**config.mk**
```make
export PLATFORM = sky130hd
export DESIGN_NAME = cpu16_top
export DESIGN_NICKNAME = d
export VERILOG_FILES = /design/src/hw/cpu16_pkg.sv /design/src/hw/alu.sv /design/src/hw/inst_fetch.sv /design/src/hw/inst_queue.sv /design/src/hw/exec_unit.sv /design/src/hw/cpu16_top.sv
export SDC_FILE = /design/constraint.sdc
export NUM_CORES = 1
export LEC_CHECK = 0
export BUFFER_PORTS_ARGS = -buffer_cell sky130_fd_sc_hd__buf_4
export CAP_MARGIN = 10
export CORE_MARGIN = 4
export CORE_UTILIZATION = 58
export DETAILED_ROUTE_END_ITERATION = 16
export GPL_ROUTABILITY_DRIVEN = 0
export PLACE_DENSITY = 0.77
export SYNTH_ARGS = -nofsm -noshare
export SYNTH_HDL_FRONTEND = slang
export SYNTH_SLANG_ARGS = --single-unit
```
**constraint.sdc**
```tcl
create_clock -name clk -period 8.9 [get_ports clk]
set_input_delay 1.78 -clock clk [delete_from_list [all_inputs] [get_ports clk]]
set_output_delay 1.78 -clock clk [all_outputs]
set_load 0.05 [all_outputs]
```
**src/hw/cpu16_pkg.sv**
```systemverilog
`default_nettype none

package cpu16_pkg;

	// one machine word, used for instructions, data and addresses
	typedef logic [15:0] word_t;

	// index into the four-entry register file
	typedef logic [1:0] reg_addr_t;

	// opcode field, inst[15:12]
	typedef logic [3:0] opcode_t;

	// r-type function field, inst[5:0]
	typedef logic [5:0] funct_t;

	// opcodes that the engine executes
	// anything else retires as a no-op
	localparam opcode_t OP_ADI   = 4'd4;
	localparam opcode_t OP_ORI   = 4'd5;
	localparam opcode_t OP_LHI   = 4'd6;
	localparam opcode_t OP_RTYPE = 4'd15;

	// r-type function codes
	// 0 to 7 are the alu group and write rd
	localparam funct_t FN_ADD = 6'd0;
	localparam funct_t FN_SUB = 6'd1;
	localparam funct_t FN_AND = 6'd2;
	localparam funct_t FN_ORR = 6'd3;
	localparam funct_t FN_NOT = 6'd4;
	localparam funct_t FN_TCP = 6'd5;
	localparam funct_t FN_SHL = 6'd6;
	localparam funct_t FN_SHR = 6'd7;

	// special r-type codes, no register write
	localparam funct_t FN_WWD = 6'd28;
	localparam funct_t FN_HLT = 6'd29;

	// field layout
	//   rs  = inst[11:10]
	//   rt  = inst[9:8]
	//   rd  = inst[7:6]
	//   imm = inst[7:0]

	// first fetch address after reset
	localparam word_t PC_RESET = 16'h0000;

endpackage

`default_nettype wire

```
**src/hw/alu.sv**
```systemverilog
`timescale 1ns/1ps
`default_nettype none

module alu (
	input  cpu16_pkg::word_t  a,
	input  cpu16_pkg::word_t  b,
	// r-type function code, immediates are mapped onto add and orr
	input  cpu16_pkg::funct_t op,
	output cpu16_pkg::word_t  result
);

	always_comb begin
		case (op)
			// add and sub drop the carry, plain 16 bit wrap
			cpu16_pkg::FN_ADD: begin
				result = a + b;
			end
			cpu16_pkg::FN_SUB: begin
				result = a - b;
			end
			cpu16_pkg::FN_AND: begin
				result = a & b;
			end
			cpu16_pkg::FN_ORR: begin
				result = a | b;
			end
			// unary ops only look at a
			cpu16_pkg::FN_NOT: begin
				result = ~a;
			end
			// two's complement, 0x8000 maps back to itself
			cpu16_pkg::FN_TCP: begin
				result = ~a + 16'd1;
			end
			// logical shifts by one, zero fill
			cpu16_pkg::FN_SHL: begin
				result = {a[14:0], 1'b0};
			end
			cpu16_pkg::FN_SHR: begin
				result = {1'b0, a[15:1]};
			end
			// wwd, hlt and unknown codes
			default: begin
				result = '0;
			end
		endcase
	end

endmodule

`default_nettype wire

```
**src/hw/inst_fetch.sv**
```systemverilog
`timescale 1ns/1ps
`default_nettype none

module inst_fetch (
	input  logic             clk,
	input  logic             arst_n,
	// queue has no room for another word
	input  logic             full,
	// instruction memory side
	input  logic             ready_m1,
	input  cpu16_pkg::word_t data1,
	output logic             read_m1,
	output cpu16_pkg::word_t address1,
	// queue write side
	output logic             push,
	output cpu16_pkg::word_t push_data
);

	// program counter
	cpu16_pkg::word_t pc;

	// goes high one edge after reset release so that
	// the memory sees no request while reset is applied
	logic run;

	always_ff @(posedge clk or negedge arst_n) begin
		if (!arst_n) begin
			run <= 1'b0;
		end else begin
			run <= 1'b1;
		end
	end

	// ask memory whenever the queue can take a word
	assign read_m1 = run & ~full;

	// word is taken on an edge where both levels are high
	assign push = read_m1 & ready_m1;

	// memory word goes to the queue untouched
	assign push_data = data1;

	// pc moves only on an accepted word
	// a low ready_m1 just holds the same address
	always_ff @(posedge clk or negedge arst_n) begin
		if (!arst_n) begin
			pc <= cpu16_pkg::PC_RESET;
		end else if (push) begin
			pc <= pc + 16'd1;
		end
	end

	assign address1 = pc;

endmodule

`default_nettype wire

```
**src/hw/inst_queue.sv**
```systemverilog
`timescale 1ns/1ps
`default_nettype none

module inst_queue #(
	parameter int QUEUE_DEPTH = 4
) (
	input  logic             clk,
	input  logic             arst_n,
	// write side, from fetch
	input  logic             push,
	input  cpu16_pkg::word_t push_data,
	// read side, to execute
	input  logic             pop,
	output cpu16_pkg::word_t head,
	output logic             empty,
	output logic             full
);

	// pointer width, depth is a power of two so pointers wrap on their own
	localparam int PTR_W = $clog2(QUEUE_DEPTH);

	cpu16_pkg::word_t mem [QUEUE_DEPTH];

	logic [PTR_W-1:0] wr_ptr;
	logic [PTR_W-1:0] rd_ptr;
	// occupancy, one bit wider than the pointers so that full is representable
	logic [PTR_W:0]   count;

	logic do_push;
	logic do_pop;

	assign empty = (count == '0);
	assign full  = (count == (PTR_W+1)'(QUEUE_DEPTH));

	// pop on an empty queue is dropped
	assign do_pop  = pop & ~empty;
	// a full queue still takes a word if the head leaves on the same edge
	assign do_push = push & (~full | do_pop);

	// oldest entry is always visible
	assign head = mem[rd_ptr];

	// storage, no reset on the payload
	always_ff @(posedge clk) begin
		if (do_push) begin
			mem[wr_ptr] <= push_data;
		end
	end

	always_ff @(posedge clk or negedge arst_n) begin
		if (!arst_n) begin
			wr_ptr <= '0;
			rd_ptr <= '0;
			count  <= '0;
		end else begin
			if (do_push) begin
				wr_ptr <= wr_ptr + 1'b1;
			end
			if (do_pop) begin
				rd_ptr <= rd_ptr + 1'b1;
			end
			// count holds when both happen
			if (do_push && !do_pop) begin
				count <= count + 1'b1;
			end else if (do_pop && !do_push) begin
				count <= count - 1'b1;
			end
		end
	end

endmodule

`default_nettype wire

```
**src/hw/exec_unit.sv**
```systemverilog
`timescale 1ns/1ps
`default_nettype none

module exec_unit (
	input  logic             clk,
	input  logic             arst_n,
	// queue read side
	input  cpu16_pkg::word_t head,
	input  logic             empty,
	output logic             pop,
	// retired count, wwd port and halt status
	output cpu16_pkg::word_t num_inst,
	output cpu16_pkg::word_t output_port,
	output logic             is_halted
);

	// register file
	cpu16_pkg::word_t rf [4];

	// decoded fields of the head word
	cpu16_pkg::opcode_t  opcode;
	cpu16_pkg::funct_t   funct;
	cpu16_pkg::reg_addr_t rs;
	cpu16_pkg::reg_addr_t rt;
	cpu16_pkg::reg_addr_t rd;
	logic [7:0]          imm;

	logic is_rtype;
	logic is_adi;
	logic is_ori;
	logic is_lhi;
	logic is_wwd;
	logic is_hlt;

	// alu hookup
	cpu16_pkg::funct_t alu_op;
	cpu16_pkg::word_t  alu_b;
	cpu16_pkg::word_t  alu_res;

	// writeback
	logic                 wr_en;
	cpu16_pkg::reg_addr_t wr_addr;
	cpu16_pkg::word_t     wr_data;

	assign opcode = head[15:12];
	assign funct  = head[5:0];
	assign rs     = head[11:10];
	assign rt     = head[9:8];
	assign rd     = head[7:6];
	assign imm    = head[7:0];

	assign is_rtype = (opcode == cpu16_pkg::OP_RTYPE);
	assign is_adi   = (opcode == cpu16_pkg::OP_ADI);
	assign is_ori   = (opcode == cpu16_pkg::OP_ORI);
	assign is_lhi   = (opcode == cpu16_pkg::OP_LHI);
	assign is_wwd   = is_rtype & (funct == cpu16_pkg::FN_WWD);
	assign is_hlt   = is_rtype & (funct == cpu16_pkg::FN_HLT);

	// retire one word per cycle until halt
	assign pop = ~empty & ~is_halted;

	// immediates reuse add and orr, r-type passes its own code
	always_comb begin
		if (is_adi) begin
			alu_op = cpu16_pkg::FN_ADD;
			alu_b  = {{8{imm[7]}}, imm};
		end else if (is_ori) begin
			alu_op = cpu16_pkg::FN_ORR;
			alu_b  = {8'h00, imm};
		end else begin
			alu_op = funct;
			alu_b  = rf[rt];
		end
	end

	alu u_alu (
		.a      (rf[rs]),
		.b      (alu_b),
		.op     (alu_op),
		.result (alu_res)
	);

	// immediate forms target rt, r-type arithmetic targets rd
	assign wr_en   = pop & (is_adi | is_ori | is_lhi |
		(is_rtype & (funct <= cpu16_pkg::FN_SHR)));
	assign wr_addr = is_rtype ? rd : rt;
	// lhi bypasses the alu
	assign wr_data = is_lhi ? {imm, 8'h00} : alu_res;

	always_ff @(posedge clk or negedge arst_n) begin
		if (!arst_n) begin
			rf[0] <= '0;
			rf[1] <= '0;
			rf[2] <= '0;
			rf[3] <= '0;
		end else if (wr_en) begin
			rf[wr_addr] <= wr_data;
		end
	end

	// count, port and halt all update on the retiring edge
	always_ff @(posedge clk or negedge arst_n) begin
		if (!arst_n) begin
			num_inst    <= '0;
			output_port <= '0;
			is_halted   <= 1'b0;
		end else if (pop) begin
			// every popped word counts, hlt and no-ops too
			num_inst <= num_inst + 16'd1;
			if (is_wwd) begin
				output_port <= rf[rs];
			end
			if (is_hlt) begin
				is_halted <= 1'b1;
			end
		end
	end

endmodule

`default_nettype wire

```
**src/hw/cpu16_top.sv**
```systemverilog
`timescale 1ns/1ps
`default_nettype none

module cpu16_top #(
	// entries between fetch and execute, power of two, 2 or more
	parameter int QUEUE_DEPTH = 4
) (
	input  logic             clk,
	input  logic             arst_n,
	// instruction memory
	output logic             read_m1,
	output cpu16_pkg::word_t address1,
	input  logic             ready_m1,
	input  cpu16_pkg::word_t data1,
	// status and output
	output cpu16_pkg::word_t num_inst,
	output cpu16_pkg::word_t output_port,
	output logic             is_halted
);

	// fetch to queue
	logic             push;
	cpu16_pkg::word_t push_data;
	logic             full;

	// queue to execute
	logic             pop;
	cpu16_pkg::word_t head;
	logic             empty;

	inst_fetch u_fetch (
		.clk       (clk),
		.arst_n    (arst_n),
		.full      (full),
		.ready_m1  (ready_m1),
		.data1     (data1),
		.read_m1   (read_m1),
		.address1  (address1),
		.push      (push),
		.push_data (push_data)
	);

	inst_queue #(
		.QUEUE_DEPTH (QUEUE_DEPTH)
	) u_queue (
		.clk       (clk),
		.arst_n    (arst_n),
		.push      (push),
		.push_data (push_data),
		.pop       (pop),
		.head      (head),
		.empty     (empty),
		.full      (full)
	);

	exec_unit u_exec (
		.clk         (clk),
		.arst_n      (arst_n),
		.head        (head),
		.empty       (empty),
		.pop         (pop),
		.num_inst    (num_inst),
		.output_port (output_port),
		.is_halted   (is_halted)
	);

endmodule

`default_nettype wire

```
==> metrics.txt <==
status=complete, no violations; max-slew violations=0; Core ar.=0.0182 sq mm; syn_nets=1031; Worst setup SP type=flop; Final min period=6.01 ns; Worst Path Max Fanout=34; initial antenna violation count=0; Sw Ratio=47.6%; final setup margin=2.89 ns; Area contributors post-synth=dfrtp_1 (28%), edfxtp_1 (18%), mux2i_1 (8.6%), mux2_2 (5.6%), mux4_2 (4.3%); Rel. slew slack=17.7%; Routed Antenna Nets=0; CTS tree=yes; post-synth top area cell=dfrtp_1; Top Family by Delay on Critical Path=compound AO/OA/AOI/OAI gates; TNS Setup=0 ns; Synth Flop Type=dfrtp_1; Routed WL per cell=21.3 um; ant diodes=0; Clock Latency Late Sink=0.45 ns; gr ovfl total=0; area grow syn2layout=11.6%; share of cells above drive strength 1=20.8%; final net count=1084; CP Data Arrival Time=6.33 ns; Async S/R FF share, synth=65.4%; sequential cell area=a little under 0.005 sq mm; maximum vdd drop=approximately 0.28 mV; Root Buffer=clkbuf_16; Initial Util=59.9%; Post-CTS Hold Fix Bufs=0; largest net degree at the start of global routing=65; vias in the first global route=8078; 1st-iter DRT viols=834; Placed Area=0.0116 sq mm; most common cell after layout, fill and taps aside=dfrtp_1; final core occ=66.8%; Max Cap Viol=0; clock group share of total power=15.0%; HP Class=reg2reg; Setup crit end kind=flop; footprint of the multi-input gates=0.00565 sq mm; part of the power in combinational logic=a little over 60%; pre-CTS setup slack=about 3 ns; die area=0.0211 sq mm; clock-pin transition on the worst setup and hold timing paths=around 0.080 ns; Leak=5.27 nW; Final Setup Violations=0; final hold viol count=0; actual slew at the worst max-slew pin=1.22 ns; Rows=49; number of setup buffers added after CTS=0; first-pass GRT wire length=43.6 mm; placed insts=1244; H-tree Lvls=4; YS warnings=0; buffers added on ports=68; Longest Clk Path Bufs=2; critical setup path kind=reg2reg; Die W=145 um; Sink Count=185; PostCTS Resize Cnt=0; Post-synth EDFFs=64; crit-path cells=mux4_2, mux2i_1, mux2i_1, nor2_1, or2_2, ha_1, nand2_1, o21ai_0, inv_1, ha_1, nor2b_1, o31a_1, o2111a_1, o41ai_1, o21ba_2, xor2_1, o221ai_1, a22o_1, mux2_2; slowest cell on the critical path=mux4_2; Syn Std Cell Area=0.0109 sq mm; fillers=about 1400; Synth Register Bits=about 190; buffers and inverters on the worst path=1; switching pwr=roughly 2.4 mW; unrepaired setup endpoints after global routing=false; mean post-synth cell area=between 10 and 15 sq um; DRC violations left=0; data required time of the worst path=about 9.2 ns; Seq/Total Area, Yosys=45.4%; Overall Global Routing Usage=25.9%; Final Non-Filler Cells=~1300; part of the power in registers=24.3%; Num CTS Buffers=17; post-detail-place hpwl=roughly 19 mm; Post-Syn Instances=981; Design Area, Final=0.0122 sq mm; clk_skew=between 0.015 and 0.02 ns; first drt pass iteration count=5; top cell type's share of synthesized area=27.8%; vias per cell=6.52; DRT Wirelength=27.2 mm; power density cells=416 mW/mm^2; internal power=2.65 mW; CP peak stage delay=1.03 ns; fmax=0.166 GHz; I/O pin cnt=69; via count=between 8000 and 9000; period utilization=67.5%; die span in y=145 um; Yosys cell types=83; most frequent cells in the layout=dfrtp_1 (121), mux2i_1 (94), nand2_1 (93), buf_4 (81), edfxtp_1 (64)
==> cell usage after synthesis, types with 4 or more instances <==
master,number
inv_1,22
nand3_1,18
a211oi_1,7
or3_1,11
a31oi_1,12
a21boi_0,6
a221oi_1,6
nand4_1,13
o211ai_1,4
nor2_1,58
mux4_2,21
mux2i_1,94
o21a_1,5
a22oi_1,4
mux2_2,54
ha_1,29
xor2_1,20
xnor2_1,42
dfrtp_1,121
and2_1,4
buf_2,14
buf_4,4
or2_2,7
a31o_2,4
and3_1,10
clkbuf_1,26
a21o_1,7
o21ai_0,35
o21ai_1,10
a21oi_1,42
nor4_1,9
a22o_1,6
edfxtp_1,64
nor3_1,17
o31ai_1,8
nand2_1,93
o221ai_1,4
==> sequential cells by signal, indices dropped and copies added (netlist names) <==
register	cells
u_queue.wr_ptr	2
u_exec.rf	64
u_queue.mem	64
u_fetch.run	1
u_fetch.address1	16
u_exec.is_halted	1
u_exec.output_port	16
u_queue.rd_ptr	2
u_queue.count	3
u_exec.num_inst	16
==> final cells by class <==
cell class                 count  share of cell area, %
clock buffer                  17                   3.50
inverter                      23                  0.709
tap                          229                   2.35
multi-input combinational    726                   46.4
clock inverter                15                   1.38
sequential                   185                   40.7
timing repair buffer          81                   5.00
==> metrics by stage <==
stage / power (mW) / hold WS (ns)
2_1_floorplan: 3.54 / 0.459
3_3_place_gp: 4.18 / 0.463
3_5_place_dp: 4.24 / 0.474
4_1_cts: 5.02 / 0.489
5_1_grt: 5.37 / 0.504
6_report: 5.06 / 0.482
==> cell families after synthesis <==
logic type	share of synthesized area [%]
and+or+nand+nor	12.4
AOI/OAI and AO/OA	11.8
buffers and inverters	2.91
other	0.0344
adders and majority gates	3.69
xor gates and xnor gates	4.98
muxes	18.8
DFF	45.4
==> power groups by stage <==
| stage | Sequential [mW] | Clock, mW | Combinational (mW) |
|---|---|---|---|
| after global placement | 1.23 | 0 | 2.95 |
| after floorplan | 1.34 | 0 | 2.20 |
| final | 1.23 | 0.759 | 3.07 |
| after CTS | 1.23 | 0.771 | 3.01 |
| after detailed placement | 1.24 | 0 | 2.99 |
| after global routing | 1.26 | 0.807 | 3.30 |
==> metal layers <==
layer | vias to the layer above | GRT usage [%] | share of wire, %
met5 | - | 0 | 0
met4 | 0 | 11.1 | 3.8
met3 | 85 | 5.21 | 8.2
met2 | 414 | 41.6 | 48
met1 | 4046 | 34.6 | 40
li1 | 3775 | - | -
==> worst paths after layout <==
check	depth (start not counted)	endpoint	slack, ns	startpoint
worst max-delay path	19	u_exec.rf[45]	2.89	u_queue.rd_ptr[1]
worst min-delay path	1	u_fetch.address1[15]	0.48	u_fetch.address1[15]
worst max register to register	19	u_exec.rf[45]	2.89	u_queue.rd_ptr[1]
worst min register to register	1	u_fetch.address1[15]	0.48	u_fetch.address1[15]
max in group asynchronous	2	u_exec.rf[16]	6.19	arst_n
min in group asynchronous	1	u_exec.output_port[2]	1.42	arst_n
(Power assumes the default switching activity.)
